<file path="src/logic/rv_pkg.sv">
package rv_pkg;

    localparam int XLEN     = 32;
    localparam int REG_BITS = 5;

    localparam logic [6:0] OPC_OP     = 7'b0110011;
    localparam logic [6:0] OPC_OP_IMM = 7'b0010011;
    localparam logic [6:0] OPC_LUI    = 7'b0110111;
    localparam logic [6:0] OPC_LOAD   = 7'b0000011;
    localparam logic [6:0] OPC_STORE  = 7'b0100011;
    localparam logic [6:0] OPC_BRANCH = 7'b1100011;
    localparam logic [6:0] OPC_JAL    = 7'b1101111;

    typedef enum logic [3:0] {
        ALU_ADD, ALU_SUB, ALU_AND, ALU_OR, ALU_XOR,
        ALU_SLT, ALU_SLTU, ALU_SLL, ALU_SRL, ALU_SRA
    } alu_op_e;

    typedef enum logic [1:0] {
        RES_ALU,
        RES_MEM,
        RES_PC4
    } res_src_e;

    typedef struct packed {
        logic [6:0]          funct7;
        logic [REG_BITS-1:0] rs2;
        logic [REG_BITS-1:0] rs1;
        logic [2:0]          funct3;
        logic [REG_BITS-1:0] rd;
        logic [6:0]          opcode;
    } r_fmt_t;

    typedef struct packed {
        logic [11:0]         imm;
        logic [REG_BITS-1:0] rs1;
        logic [2:0]          funct3;
        logic [REG_BITS-1:0] rd;
        logic [6:0]          opcode;
    } i_fmt_t;

    typedef struct packed {
        logic [6:0]          imm_hi;
        logic [REG_BITS-1:0] rs2;
        logic [REG_BITS-1:0] rs1;
        logic [2:0]          funct3;
        logic [4:0]          imm_lo;
        logic [6:0]          opcode;
    } s_fmt_t;

    typedef struct packed {
        logic                imm12;
        logic [5:0]          imm10_5;
        logic [REG_BITS-1:0] rs2;
        logic [REG_BITS-1:0] rs1;
        logic [2:0]          funct3;
        logic [3:0]          imm4_1;
        logic                imm11;
        logic [6:0]          opcode;
    } b_fmt_t;

    typedef struct packed {
        logic [19:0]         imm;
        logic [REG_BITS-1:0] rd;
        logic [6:0]          opcode;
    } u_fmt_t;

    typedef struct packed {
        logic                imm20;
        logic [9:0]          imm10_1;
        logic                imm11;
        logic [7:0]          imm19_12;
        logic [REG_BITS-1:0] rd;
        logic [6:0]          opcode;
    } j_fmt_t;

    // one instruction word, seen through each base format.
    typedef union packed {
        r_fmt_t r;
        i_fmt_t i;
        s_fmt_t s;
        b_fmt_t b;
        u_fmt_t u;
        j_fmt_t j;
    } instr_t;

endpackage

</file>
<file path="src/logic/rv_decode_if.sv">
`timescale 1ns/1ps

interface rv_decode_if import rv_pkg::*; #(
    parameter int IADDR_BITS = 16
) ();

    logic                  valid;
    logic [IADDR_BITS-1:2] pc;
    logic [REG_BITS-1:0]   rs1;
    logic [REG_BITS-1:0]   rs2;
    logic [XLEN-1:0]       rs1_data;
    logic [XLEN-1:0]       rs2_data;
    logic [REG_BITS-1:0]   rd;
    logic [XLEN-1:0]       imm;
    alu_op_e               alu_op;
    res_src_e              res_src;
    logic                  reg_write;
    logic                  op1_pc;  // first operand is the pc instead of rs1.
    logic                  op2_imm; // second operand is the immediate instead of rs2.
    logic                  is_store;
    logic                  is_branch;
    logic                  is_jal;
    logic [2:0]            funct3;

    modport dec (
        output valid, pc, rs1, rs2, rs1_data, rs2_data, rd, imm, alu_op, res_src,
               reg_write, op1_pc, op2_imm, is_store, is_branch, is_jal, funct3
    );

    modport exe (
        input  valid, pc, rs1, rs2, rs1_data, rs2_data, rd, imm, alu_op, res_src,
               reg_write, op1_pc, op2_imm, is_store, is_branch, is_jal, funct3
    );

endinterface

</file>
<file path="src/logic/rv_fetch.sv">
`timescale 1ns/1ps

module rv_fetch import rv_pkg::*; #(
    parameter int              IADDR_BITS = 16,
    parameter logic [XLEN-1:0] RESET_ADDR = '0
) (
    input  logic                  i_clk,
    input  logic                  i_reset,
    input  logic                  i_stall,
    input  logic                  i_flush,
    input  logic                  i_redirect,
    input  logic [IADDR_BITS-1:2] i_redirect_pc,
    input  logic                  i_instr_ack,
    input  logic [XLEN-1:0]       i_instr_data,
    output logic                  o_instr_req,
    output logic [IADDR_BITS-1:2] o_instr_addr,
    output instr_t                o_instr,
    output logic [IADDR_BITS-1:2] o_pc,
    output logic                  o_valid
);

    logic [IADDR_BITS-1:2] redirect_pc_q; // target kept while a stale request completes.
    logic                  drop;          // the request in flight belongs to the old path.
    logic                  accept;

    assign accept = i_instr_ack && !drop && !i_stall;

    always_ff @(posedge i_clk) begin
        if (i_reset) begin
            o_instr_req  <= 1'b1;
            o_instr_addr <= RESET_ADDR[IADDR_BITS-1:2];
            o_valid      <= 1'b0;
            drop         <= 1'b0;
        end else begin
            // a word acked during a stall is thrown away and fetched again afterwards.
            o_instr_req <= !(i_instr_ack && i_stall);
            if (i_instr_ack) begin
                drop <= 1'b0;
                if (i_redirect) begin
                    o_instr_addr <= i_redirect_pc;
                end else if (drop) begin
                    o_instr_addr <= redirect_pc_q;
                end else if (!i_stall) begin
                    o_instr_addr <= o_instr_addr + 1'b1;
                end
            end else if (i_redirect) begin
                drop <= 1'b1;
            end
            if (i_flush) begin
                o_valid <= 1'b0;
            end else if (!i_stall) begin
                o_valid <= accept;
            end
        end
    end

    always_ff @(posedge i_clk) begin
        if (i_redirect) redirect_pc_q <= i_redirect_pc;
        if (accept) begin
            o_instr <= i_instr_data;
            o_pc    <= o_instr_addr;
        end
    end

endmodule

</file>
<file path="src/logic/rv_decode.sv">
`timescale 1ns/1ps

module rv_decode import rv_pkg::*; #(
    parameter int IADDR_BITS = 16
) (
    input  logic                  i_clk,
    input  logic                  i_reset,
    input  logic                  i_stall,
    input  logic                  i_flush,
    input  instr_t                i_instr,
    input  logic [IADDR_BITS-1:2] i_pc,
    input  logic                  i_valid,
    input  logic [XLEN-1:0]       i_rs1_data,
    input  logic [XLEN-1:0]       i_rs2_data,
    output logic [REG_BITS-1:0]   o_rs1,
    output logic [REG_BITS-1:0]   o_rs2,
    output logic                  o_illegal_instr,
    rv_decode_if.dec              dec
);

    logic [6:0]      opcode;
    logic [XLEN-1:0] imm;
    alu_op_e         alu_op;
    res_src_e        res_src;
    logic            supported;
    logic            reg_write;
    logic            op1_pc;
    logic            op2_imm;
    logic            is_store;
    logic            is_branch;
    logic            is_jal;

    assign opcode = i_instr.r.opcode;
    assign o_rs1  = (opcode == OPC_LUI) ? '0 : i_instr.r.rs1; // lui adds its immediate to x0.
    assign o_rs2  = i_instr.r.rs2;

    always_comb begin
        case (i_instr.r.funct3)
            3'b000:  alu_op = (opcode == OPC_OP && i_instr.r.funct7[5]) ? ALU_SUB : ALU_ADD;
            3'b001:  alu_op = ALU_SLL;
            3'b010:  alu_op = ALU_SLT;
            3'b011:  alu_op = ALU_SLTU;
            3'b100:  alu_op = ALU_XOR;
            3'b101:  alu_op = i_instr.r.funct7[5] ? ALU_SRA : ALU_SRL;
            3'b110:  alu_op = ALU_OR;
            default: alu_op = ALU_AND;
        endcase
        // addresses, targets and lui all go through the adder.
        if (opcode != OPC_OP && opcode != OPC_OP_IMM) alu_op = ALU_ADD;
    end

    always_comb begin
        imm       = {{(XLEN-12){i_instr.i.imm[11]}}, i_instr.i.imm};
        res_src   = RES_ALU;
        supported = 1'b1;
        reg_write = 1'b0;
        op1_pc    = 1'b0;
        op2_imm   = 1'b1;
        is_store  = 1'b0;
        is_branch = 1'b0;
        is_jal    = 1'b0;
        case (opcode)
            OPC_OP: begin
                reg_write = 1'b1;
                op2_imm   = 1'b0;
            end
            OPC_OP_IMM: reg_write = 1'b1;
            OPC_LUI: begin
                reg_write = 1'b1;
                imm       = {i_instr.u.imm, 12'b0};
            end
            OPC_LOAD: begin
                reg_write = 1'b1;
                res_src   = RES_MEM;
                supported = (i_instr.i.funct3 == 3'b010); // lw only.
            end
            OPC_STORE: begin
                is_store  = 1'b1;
                supported = (i_instr.s.funct3 == 3'b010);
                imm       = {{(XLEN-12){i_instr.s.imm_hi[6]}}, i_instr.s.imm_hi, i_instr.s.imm_lo};
            end
            OPC_BRANCH: begin
                is_branch = 1'b1;
                op1_pc    = 1'b1;
                supported = !i_instr.b.funct3[1]; // beq, bne, blt, bge.
                imm       = {{(XLEN-13){i_instr.b.imm12}}, i_instr.b.imm12, i_instr.b.imm11,
                             i_instr.b.imm10_5, i_instr.b.imm4_1, 1'b0};
            end
            OPC_JAL: begin
                is_jal    = 1'b1;
                reg_write = 1'b1;
                op1_pc    = 1'b1;
                res_src   = RES_PC4;
                imm       = {{(XLEN-21){i_instr.j.imm20}}, i_instr.j.imm20, i_instr.j.imm19_12,
                             i_instr.j.imm11, i_instr.j.imm10_1, 1'b0};
            end
            default: supported = 1'b0;
        endcase
    end

    // a stalled word is decoded again next cycle, so it reports nothing now.
    always_ff @(posedge i_clk) begin
        if (i_reset) begin
            dec.valid       <= 1'b0;
            o_illegal_instr <= 1'b0;
        end else begin
            dec.valid       <= i_valid && supported && !i_stall && !i_flush;
            o_illegal_instr <= i_valid && !supported && !i_stall && !i_flush;
        end
    end

    always_ff @(posedge i_clk) begin
        dec.pc        <= i_pc;
        dec.rs1       <= o_rs1;
        dec.rs2       <= o_rs2;
        dec.rs1_data  <= i_rs1_data;
        dec.rs2_data  <= i_rs2_data;
        dec.rd        <= i_instr.r.rd;
        dec.imm       <= imm;
        dec.alu_op    <= alu_op;
        dec.res_src   <= res_src;
        dec.reg_write <= reg_write;
        dec.op1_pc    <= op1_pc;
        dec.op2_imm   <= op2_imm;
        dec.is_store  <= is_store;
        dec.is_branch <= is_branch;
        dec.is_jal    <= is_jal;
        dec.funct3    <= i_instr.r.funct3;
    end

endmodule

</file>
<file path="src/logic/rv_regs.sv">
`timescale 1ns/1ps

module rv_regs import rv_pkg::*; (
    input  logic                i_clk,
    input  logic [REG_BITS-1:0] i_rs1,
    input  logic [REG_BITS-1:0] i_rs2,
    input  logic [REG_BITS-1:0] i_rd,
    input  logic                i_write,
    input  logic [XLEN-1:0]     i_data,
    output logic [XLEN-1:0]     o_data1,
    output logic [XLEN-1:0]     o_data2
);

    logic [XLEN-1:0] regs [1:2**REG_BITS-1]; // x0 has no storage.

    function automatic logic [XLEN-1:0] read_port(input logic [REG_BITS-1:0] rs);
        if (rs == '0) return '0;
        if (i_write && i_rd == rs) return i_data; // write-through.
        return regs[rs];
    endfunction

    always_ff @(posedge i_clk) begin
        if (i_write && i_rd != '0) regs[i_rd] <= i_data;
    end

    always_comb begin
        o_data1 = read_port(i_rs1);
        o_data2 = read_port(i_rs2);
    end

endmodule

</file>
<file path="src/logic/rv_execute.sv">
`timescale 1ns/1ps

module rv_execute import rv_pkg::*; #(
    parameter int IADDR_BITS = 16
) (
    input  logic                  i_clk,
    input  logic                  i_reset,
    rv_decode_if.exe              exe,
    input  logic [XLEN-1:0]       i_data_rdata,
    output logic                  o_data_req,
    output logic                  o_data_write,
    output logic [XLEN-1:0]       o_data_addr,
    output logic [XLEN-1:0]       o_data_wdata,
    output logic                  o_redirect,
    output logic [IADDR_BITS-1:2] o_redirect_pc,
    output logic [REG_BITS-1:0]   o_load_rd,
    output logic                  o_load_valid,
    output logic [REG_BITS-1:0]   o_wb_rd,
    output logic                  o_wb_write,
    output logic [XLEN-1:0]       o_wb_data
);

    logic [XLEN-1:0] rs1_val;
    logic [XLEN-1:0] rs2_val;
    logic [XLEN-1:0] op1;
    logic [XLEN-1:0] op2;
    logic [XLEN-1:0] alu_res;
    logic [XLEN-1:0] pc_plus4;
    logic [XLEN-1:0] wb_result;
    res_src_e        wb_src;
    logic            eq;
    logic            lt;
    logic            taken;

    // the previous instruction sits in the write-back register and is forwarded from there.
    assign rs1_val = (o_wb_write && o_wb_rd == exe.rs1 && exe.rs1 != '0) ? o_wb_data
                                                                         : exe.rs1_data;
    assign rs2_val = (o_wb_write && o_wb_rd == exe.rs2 && exe.rs2 != '0) ? o_wb_data
                                                                         : exe.rs2_data;

    assign op1      = exe.op1_pc ? XLEN'({exe.pc, 2'b00}) : rs1_val;
    assign op2      = exe.op2_imm ? exe.imm : rs2_val;
    assign pc_plus4 = XLEN'({exe.pc + 1'b1, 2'b00});

    always_comb begin
        case (exe.alu_op)
            ALU_SUB:  alu_res = op1 - op2;
            ALU_AND:  alu_res = op1 & op2;
            ALU_OR:   alu_res = op1 | op2;
            ALU_XOR:  alu_res = op1 ^ op2;
            ALU_SLT:  alu_res = XLEN'($signed(op1) < $signed(op2));
            ALU_SLTU: alu_res = XLEN'(op1 < op2);
            ALU_SLL:  alu_res = op1 << op2[4:0];
            ALU_SRL:  alu_res = op1 >> op2[4:0];
            ALU_SRA:  alu_res = $unsigned($signed(op1) >>> op2[4:0]);
            default:  alu_res = op1 + op2;
        endcase
    end

    assign eq    = (rs1_val == rs2_val);
    assign lt    = ($signed(rs1_val) < $signed(rs2_val));
    assign taken = exe.funct3[2] ? (lt ^ exe.funct3[0]) : (eq ^ exe.funct3[0]); // funct3[0] inverts.

    assign o_redirect    = exe.valid && (exe.is_jal || (exe.is_branch && taken));
    assign o_redirect_pc = alu_res[IADDR_BITS-1:2]; // pc plus immediate for branch and jal.

    assign o_load_valid = exe.valid && exe.res_src == RES_MEM;
    assign o_load_rd    = exe.rd;
    assign o_data_req   = o_load_valid || (exe.valid && exe.is_store);
    assign o_data_write = exe.is_store;
    assign o_data_addr  = alu_res;
    assign o_data_wdata = rs2_val;

    always_ff @(posedge i_clk) begin
        if (i_reset) begin
            o_wb_write <= 1'b0;
        end else begin
            o_wb_write <= exe.valid && exe.reg_write;
        end
    end

    always_ff @(posedge i_clk) begin
        o_wb_rd   <= exe.rd;
        wb_src    <= exe.res_src;
        wb_result <= (exe.res_src == RES_PC4) ? pc_plus4 : alu_res;
    end

    assign o_wb_data = (wb_src == RES_MEM) ? i_data_rdata : wb_result; // load data arrives now.

endmodule

</file>
<file path="src/logic/rv_ctrl.sv">
`timescale 1ns/1ps

module rv_ctrl import rv_pkg::*; (
    input  instr_t              i_instr,
    input  logic                i_valid,
    input  logic [REG_BITS-1:0] i_load_rd,
    input  logic                i_load_valid,
    input  logic                i_redirect,
    output logic                o_fetch_stall,
    output logic                o_decode_stall,
    output logic                o_decode_flush,
    output logic                o_fetch_flush
);

    logic load_use;

    // the word leaving fetch needs a register that a load in execute has not yet returned.
    assign load_use = i_valid && i_load_valid && i_load_rd != '0 &&
                      (i_instr.r.rs1 == i_load_rd || i_instr.r.rs2 == i_load_rd);

    assign o_fetch_stall  = load_use && !i_redirect; // a redirect wins over a stall.
    assign o_decode_stall = load_use && !i_redirect;
    assign o_fetch_flush  = i_redirect;
    assign o_decode_flush = i_redirect;

endmodule

</file>
<file path="src/logic/rv_core.sv">
`timescale 1ns/1ps

module rv_core import rv_pkg::*; #(
    parameter int              IADDR_BITS = 16,
    parameter logic [XLEN-1:0] RESET_ADDR = '0
) (
    input  logic                  i_clk,
    input  logic                  i_reset,
    output logic                  o_instr_req,
    output logic [IADDR_BITS-1:2] o_instr_addr,
    input  logic                  i_instr_ack,
    input  logic [XLEN-1:0]       i_instr_data,
    output logic                  o_data_req,
    output logic                  o_data_write,
    output logic [XLEN-1:0]       o_data_addr,
    output logic [XLEN-1:0]       o_data_wdata,
    input  logic [XLEN-1:0]       i_data_rdata,
    output logic                  o_illegal_instr
);

    instr_t                fetch_instr;
    logic [IADDR_BITS-1:2] fetch_pc;
    logic                  fetch_valid;
    logic                  fetch_stall;
    logic                  fetch_flush;
    logic                  decode_stall;
    logic                  decode_flush;
    logic [REG_BITS-1:0]   rs1;
    logic [REG_BITS-1:0]   rs2;
    logic [XLEN-1:0]       rs1_data;
    logic [XLEN-1:0]       rs2_data;
    logic                  redirect;
    logic [IADDR_BITS-1:2] redirect_pc;
    logic [REG_BITS-1:0]   load_rd;
    logic                  load_valid;
    logic [REG_BITS-1:0]   wb_rd;
    logic                  wb_write;
    logic [XLEN-1:0]       wb_data;

    rv_decode_if #(.IADDR_BITS(IADDR_BITS)) dec_if ();

    rv_fetch #(
        .IADDR_BITS (IADDR_BITS),
        .RESET_ADDR (RESET_ADDR)
    ) u_fetch (
        .i_clk         (i_clk),
        .i_reset       (i_reset),
        .i_stall       (fetch_stall),
        .i_flush       (fetch_flush),
        .i_redirect    (redirect),
        .i_redirect_pc (redirect_pc),
        .i_instr_ack   (i_instr_ack),
        .i_instr_data  (i_instr_data),
        .o_instr_req   (o_instr_req),
        .o_instr_addr  (o_instr_addr),
        .o_instr       (fetch_instr),
        .o_pc          (fetch_pc),
        .o_valid       (fetch_valid)
    );

    rv_decode #(.IADDR_BITS(IADDR_BITS)) u_decode (
        .i_clk           (i_clk),
        .i_reset         (i_reset),
        .i_stall         (decode_stall),
        .i_flush         (decode_flush),
        .i_instr         (fetch_instr),
        .i_pc            (fetch_pc),
        .i_valid         (fetch_valid),
        .i_rs1_data      (rs1_data),
        .i_rs2_data      (rs2_data),
        .o_rs1           (rs1),
        .o_rs2           (rs2),
        .o_illegal_instr (o_illegal_instr),
        .dec             (dec_if.dec)
    );

    rv_regs u_regs (
        .i_clk   (i_clk),
        .i_rs1   (rs1),
        .i_rs2   (rs2),
        .i_rd    (wb_rd),
        .i_write (wb_write),
        .i_data  (wb_data),
        .o_data1 (rs1_data),
        .o_data2 (rs2_data)
    );

    rv_execute #(.IADDR_BITS(IADDR_BITS)) u_execute (
        .i_clk         (i_clk),
        .i_reset       (i_reset),
        .exe           (dec_if.exe),
        .i_data_rdata  (i_data_rdata),
        .o_data_req    (o_data_req),
        .o_data_write  (o_data_write),
        .o_data_addr   (o_data_addr),
        .o_data_wdata  (o_data_wdata),
        .o_redirect    (redirect),
        .o_redirect_pc (redirect_pc),
        .o_load_rd     (load_rd),
        .o_load_valid  (load_valid),
        .o_wb_rd       (wb_rd),
        .o_wb_write    (wb_write),
        .o_wb_data     (wb_data)
    );

    rv_ctrl u_ctrl (
        .i_instr        (fetch_instr),
        .i_valid        (fetch_valid),
        .i_load_rd      (load_rd),
        .i_load_valid   (load_valid),
        .i_redirect     (redirect),
        .o_fetch_stall  (fetch_stall),
        .o_decode_stall (decode_stall),
        .o_decode_flush (decode_flush),
        .o_fetch_flush  (fetch_flush)
    );

endmodule

</file>
<file path="config.mk">
export PLATFORM = sky130hd
export DESIGN_NAME = rv_core
export DESIGN_NICKNAME = d
export VERILOG_FILES = /design/src/logic/rv_pkg.sv /design/src/logic/rv_decode_if.sv /design/src/logic/rv_fetch.sv /design/src/logic/rv_decode.sv /design/src/logic/rv_regs.sv /design/src/logic/rv_execute.sv /design/src/logic/rv_ctrl.sv /design/src/logic/rv_core.sv
export SDC_FILE = /design/constraint.sdc
export NUM_CORES = 2
export LEC_CHECK = 0
export BUFFER_PORTS_ARGS = -buffer_cell sky130_fd_sc_hd__buf_2
export CELL_PAD_IN_SITES_DETAIL_PLACEMENT = 2
export CELL_PAD_IN_SITES_GLOBAL_PLACEMENT = 2
export CORE_ASPECT_RATIO = 1.2
export CORE_MARGIN = 2
export CORE_UTILIZATION = 48
export DETAILED_ROUTE_END_ITERATION = 6
export PLACE_DENSITY_LB_ADDON = 0.1
export SLEW_MARGIN = 20
export SYNTH_ARGS = -nofsm -noshare
export SYNTH_HDL_FRONTEND = slang
export SYNTH_SLANG_ARGS = --single-unit
</file>
<file path="constraint.sdc">
create_clock -name i_clk -period 9.4 [get_ports i_clk]
set_input_delay 0.94 -clock i_clk [delete_from_list [all_inputs] [get_ports i_clk]]
set_output_delay 0.94 -clock i_clk [all_outputs]
set_load 0.1 [all_outputs]
</file>
### Word-level counts from Yosys, hierarchy flattened

Memories as Yosys holds them, arrays and structs flattened. A register that Yosys moved wholly into a read port is not among the register bits.
Cells that the tools add are included.

| operators by class | value |
|---|---|
| add/subtract/negate cells | 4 |
| $lt $le $gt $ge | 3 |
| equality and inequality tests | 35 |
| shift-type cells | 3 |
| multiplexer cells | 41 |
| bitwise operators | 5 |
| reduce and logical (&&, ||, !) cells | 50 |

Operators by type and width:

| operator | count |
|---|---|
| 32-bit two-way mux | 13 |
| 32-bit case mux with 9 select lines | 1 |
| 31-bit case mux with 4 select lines | 1 |
| 32-bit < comparator | 3 |
| 14-bit two-way mux | 3 |
| 32-bit adder | 1 |
| 32-bit AND | 1 |
| 32-bit == test | 1 |
| 32-bit OR | 1 |
| 32-bit by 5-bit left shift with 32-bit output | 1 |
| 32-bit by 5-bit right shift with 32-bit output | 1 |
| 32-bit by 5-bit >>> shifter with 32-bit output | 1 |
| 32-bit subtractor | 1 |
| 32-bit XOR | 1 |
| 5-bit == test | 6 |
| 14-bit by 1-bit adder with 14-bit output, second input constant | 2 |
| 4-bit case mux with 7 select lines | 1 |
| 1-bit logical AND | 27 |
| 7-bit by 6-bit == test with 1-bit output, second input constant | 3 |
| 5-bit nonzero test | 4 |
| 1-bit two-way mux | 17 |
| 4-bit by 3-bit == test with 1-bit output, second input constant | 4 |
| 16-bit two-way mux | 1 |
| 7-bit == test, second input constant | 2 |
| 25 further kinds | 44 |

| storage, ports and cells | value |
|---|---|
| bits in registers | 259 |
| bits in writable memories | 992 |
| input port bits | 67 |
| output and inout bits | 82 |
| logic and storage cells | 172 |
| memories kept | 1 |

Memory list:

| memory | words | width | read ports | clocked after Yosys merged registers in | write ports | line | RTL |
|---|---|---|---|---|---|---|---|
| u_regs.regs | 31 | 32 | 2 | 1 | 1 | rv_regs.sv:14 | `logic [XLEN-1:0] regs [1:2**REG_BITS-1];` |

### Depth between registers and ports, before layout

| logic depth | value |
|---|---|
| depth after elaboration | 15 |
| gate-level depth with buffers | 26 |
| depth with buffers taken out | 21 |

### By module

From an unflattened synthesis, not the netlist that was laid out.

| second synthesis, totals | value |
|---|---|
| cell total of the unflattened synthesis | 5355 |
| area, all modules | 67639.9 µm² |

By module, submodules not included:

| module | instances | cells an instance | area each (µm²) | seq. area each (µm²) |
|---|---|---|---|---|
| rv_regs | 1 | 2856 | 47311.6 | 29788.6 |
| rv_execute | 1 | 2025 | 13674.4 | 800.8 |
| rv_decode | 1 | 248 | 3585.9 | 2842.7 |
| rv_fetch | 1 | 204 | 2912.8 | 2142.1 |
| rv_ctrl | 1 | 22 | 155.1 | 0.0 |

### Worst setup path before layout

No wires, ideal clock.

| path | value |
|---|---|
| path kind | input port to output port |
| from | in i_data_rdata[2] |
| to | out o_data_addr[25] |
| arrival | 7.402 ns |
| data required time | 8.460 ns |
| slack | 1.058 ns |
| stages | 20 |
| buffers on the path | 4 |
| cell sequence | mux2_2 > nor4_1 > o31ai_1 > buf_2 > buf_2 > buf_2 > buf_2 > ha_1 > inv_1 > a21o_1 > a211oi_1 > nor4b_1 > o221ai_1 > a21oi_1 > o311ai_0 > nand3_1 > a311oi_1 > or2_2 > a21boi_0 > a211oi_1 |

| on the way | value |
|---|---|
| longest elaborated chain between the ends | 5 |
| elaborated cells between the ends (all ways) | 11 |
| those cells by class | add/sub (2); shift (3); mux (6) |

RTL lines:

| item | line | RTL |
|---|---|---|
| start: declaration | rv_core.sv:17 | `input logic [XLEN-1:0] i_data_rdata,` |
| 32-bit two-way mux * | rv_execute.sv:88 | `assign o_wb_data = (wb_src == RES_MEM) ? i_data_rdata : wb_result;` |
| 32-bit two-way mux, on equally long branches | rv_execute.sv:36, rv_execute.sv:38 |  |
| 32-bit two-way mux, on equally long branches | rv_execute.sv:41, rv_execute.sv:42 |  |
| 32-bit adder (tied with other cells) | rv_execute.sv:56 | `default: alu_res = op1 + op2;` |
| 32-bit case mux with 9 select lines * | rv_execute.sv:46 | `case (exe.alu_op)` |
| end: declaration | rv_core.sv:15 | `output logic [XLEN-1:0] o_data_addr,` |

Every way passes the cells marked *; elsewhere a longest branch is shown, timed or not.

### Worst setup path after layout

| path | value |
|---|---|
| from | reg u_execute.o_wb_rd[2] |
| to | out o_data_addr[25] |

| on the way | value |
|---|---|
| longest elaborated chain between the ends | 7 |
| elaborated cells between the ends (all ways) | 19 |
| those cells by class | add/sub (2); eq/ne (2); shift (3); mux (5); bitwise (3); reduce/logical (4) |

RTL lines:

| item | line | RTL |
|---|---|---|
| start: declaration | rv_execute.sv:18 | `output logic [REG_BITS-1:0] o_wb_rd,` |
| start signal: assignment | rv_execute.sv:83 | `o_wb_rd <= exe.rd;` |
| 5-bit == test, on equally long branches | rv_execute.sv:36, rv_execute.sv:38 |  |
| 1-bit logical AND, on equally long branches (2 in a row) | rv_execute.sv:36, rv_execute.sv:38 |  |
| 32-bit two-way mux, on equally long branches | rv_execute.sv:36, rv_execute.sv:38 |  |
| 32-bit two-way mux, on equally long branches | rv_execute.sv:41, rv_execute.sv:42 |  |
| 32-bit adder (tied with other cells) | rv_execute.sv:56 |  |
| 32-bit case mux with 9 select lines * | rv_execute.sv:46 |  |

Marks and branches as above.

==> out/qor.yml <==
sta:
  period_needed_ns: 8.84
  post-route-period-util_pct: 94.1
  clock_skew_ns: 0.0316
  maxSlewHeadroom_pct: 11.6
  rsz0062_at_grt: "no"
  hold_viol_final: 0
  finalSetupViolCount: 0
  worstMarginPinSlew_ns: 1.33
  maxSlewViolCount: 0
  setup_tns_ns: 0
  fmax_mhz: 113
grt:
  grt.busiest_layer: "met2"
  grt_pass1_wl_um: 453000
  antenna_found_initial: 15
  first_global_vias: 59100
  use_met2_pct: 72.5
  track_usage_pct: 44.9
  use_met1_pct: 51.7
  grt_overflow_total: 0
  met3_usage_pct: 10.3
  grt_max_degree: 121
yosys:
  netlist.area_leader.share_pct: 47.2
  synthMostInstantiatedCell: "edfxtp_1"
  synth.avg_cell_area_um2: 11.8
  ys_warn_count: 0
  synth.yosys.seq_area_share_pct: 53.2
  async_flop_share_pct: 0
  synth_area_leaders: "edfxtp_1 47%, mux4_2 9.3%, dfxtp_1 6.0%"
  synth_xor_area_share_pct: 0.821
  synth_top_family_by_area: "multiplexers"
  syn_area_um2: 66900
  yosys.area.top_type: "edfxtp_1"
  synth_ff_type: "edfxtp_1"
  synth_seq_cells: 1254
  synth_compound_area_share_pct: 13.1
  synth_nets: 5858
  synthAdderAreaFrac_pct: 2.51
  synth-simple-area-share_pct: 10.2
  synth_edf_count: 1052
  synth.area.mux_share_pct: 16.5
  ys_top_cells_by_count: "1052 x edfxtp_1, 715 x nand2_1, 400 x nor2_1"
  synthCells: 5658
  yosysUniqueCellTypes: 96
pwr:
  ir_drop_v: 0.000216
  p_leak_uw: 0.0262
  power.total_uw: 16100
  p_comb_share_pct: 24.7
  p_int_uw: 10500
  switching_share_pct: 34.5
  clkPwrFrac_pct: 33.4
  seqPwrFrac_pct: 41.9
  p_sw_uw: 5550
  powerDensity_nw_per_um2: 217
cts:
  cts_tree: "built"
  clk_pin_slew_ns: 0.06
  clock_path_buffers: 3
  clock_sinks: 1254
  htreeDepth: 4
  post-cts-setup-buffer-count: 0
  cts_hold_buf: 0
  cts_resized: 0
  insertion_delay_ns: 0.80
  numCtsBuffers: 131
  cts_root_buffer: "clkbuf_16"
worst_hold_path:
  hold_class: "in2reg"
drt:
  vias_per_cell: 7.40
  vias: 56100
  postRouteAntennaNets: 0
  routedWlPerCell_um: 42.8
  drcViolationCount: 0
  dr.pass1.iters: 5
  wl_um: 325000
  drt_iter0_drc: 7701
worst_setup_path:
  required_ns: 8.46
  startpoint_type: "register"
  critPathArrivalTime_ns: 7.90
  worst-setup-path-type: "reg2out"
  cp-end-kind: "output port"
  crit_fanout: 26
layout:
  area_delta_synth_final_pct: 10.8
  n_fill_cell: 13100
  layout-drive-gt1-share_pct: 18.4
  multi_input_area_um2: 29300
  finalNetCount: 5855
  seq_area_um2: 35700
floorplanning:
  io_pins: 149
  rows: 150
  die_x_um: 345
  coreArea_um2: 139000
  die_h_um: 413
  fp.dieArea_um2: 142000
  initial_core_util_pct: 48.2
placement:
  io_buffer_count: 148
  dp_hpwl_um: 193000
  gp_congestion: 1.00
run:
  drv_cap: 0
run_status:
  run_status: "finished clean"
==> worst max-delay path, cell delays in order, from the launching register on <==
cell      delay (ns)
dfxtp_1         0.77
xnor2_1         0.24
and3_1          0.92
a31oi_1         0.27
a211oi_2        0.57
ha_1            0.29
o21bai_1        0.11
a21o_1          0.24
a211oi_1        0.45
nor4b_1         0.20
o221ai_1        0.33
a21oi_1         0.20
o311ai_0        0.65
nand3_1         0.22
a311oi_1        0.56
or2_2           0.20
a21boi_0        0.07
a211oi_1        0.33
buf_2           0.50
==> cell families (layout without fill, tap and decap cells) <==
kind of cell    count (synthesis)  count (layout)
simple gates                 1573            1573
xor+xnor                       61              61
mux                           735             735
buf+inv                       615             714
flops                        1254            1254
compound gates               1287            1287
other cells                     0               4
fa+ha+maj                     133             133
==> flip-flops by register name, summed over array words and instances, names as in the netlist, 2 cells and up, named ones only <==
signal / cells
u_execute.wb_result: 32
u_execute.o_wb_rd: 5
u_decode.dec.funct3: 2
u_execute.wb_src: 2
u_fetch.o_pc: 14
u_decode.dec.pc: 14
u_decode.dec.imm: 32
u_decode.dec.rs2_data: 32
u_decode.dec.rs1: 5
u_regs.regs: 992
u_decode.dec.rs2: 5
u_fetch.o_instr: 32
u_decode.dec.alu_op: 4
u_fetch.o_instr_addr: 14
u_decode.dec.rd: 5
u_fetch.redirect_pc_q: 14
u_decode.dec.rs1_data: 32
==> layout make-up <==
type | count | share of cell area (%)
repair buffers | 314 | 2.84
flip-flops and latches | 1254 | 48.1
diodes | 4 | 0.0135
clock buffers | 164 | 4.77
multi-input cells | 3789 | 39.4
clock inverters | 71 | 0.928
well taps | 1824 | 3.08
inverters | 165 | 0.854
==> path summary, 6_finish.rpt <==
| check | startpoint | to | slack, ns | cells past startpoint |
|---|---|---|---|---|
| max reg2reg | u_execute.o_wb_rd[3]$_DFF_P_ | u_fetch.o_instr[29]$_DFFE_PN_ | 1.43 | 18 |
| min | i_instr_data[15] | u_fetch.o_instr[15]$_DFFE_PN_ | 0.34 | 1 |
| max | u_execute.o_wb_rd[2]$_DFF_P_ | o_data_addr[25] | 0.56 | 18 |
| min reg2reg | u_fetch.o_pc[10]$_DFFE_PN_ | u_decode.dec.pc[10]$_DFF_P_ | 0.35 | 0 |
==> power by group through the flow <==
stage | Sequential, uW | Combinational [uW] | Clock [uW]
6_report | 6730 | 3970 | 5370
4_1_cts | 6720 | 3850 | 5370
3_3_place_gp | 6830 | 3680 | 0
2_1_floorplan | 6760 | 2380 | 0
3_5_place_dp | 6840 | 3800 | 0
5_1_grt | 6730 | 4070 | 5530
==> placed cells by master (no fill, tap or decap), types with 135 or more instances in the layout <==
cell	netlist	final
edfxtp_1	1052	1052
nand2_1	715	711
nor2_1	400	366
a21oi_1	310	309
mux2i_1	302	302
mux4_2	277	277
dfxtp_1	202	195
a31oi_1	179	179
o21ai_0	170	164
inv_1	159	156
buf_4	12	154
mux2_2	153	153
buf_2	31	149
nand3_1	146	145
clkbuf_16	0	135
==> stage by stage <==
step	cells	hold slack, ns	util, %	worst slack [ns]	area, um2
after floorplan	5658	0.323	-	1.06	66900
after global placement	7343	0.331	50.3	1.36	69900
after detailed placement	7343	0.334	50.3	1.15	69900
after CTS	7578	0.310	53.4	0.398	74100
after global routing	7581	0.319	53.4	0.156	74200
final	7585	0.335	53.4	0.555	74200
==> routing by layer <==
layer  wire length, um  up-vias
li1                  -    21800
met1            111000    28900
met2            154000     4136
met3             30700     1329
met4             29400       10
met5                66        -
Power figures use the tool's default switching activity.
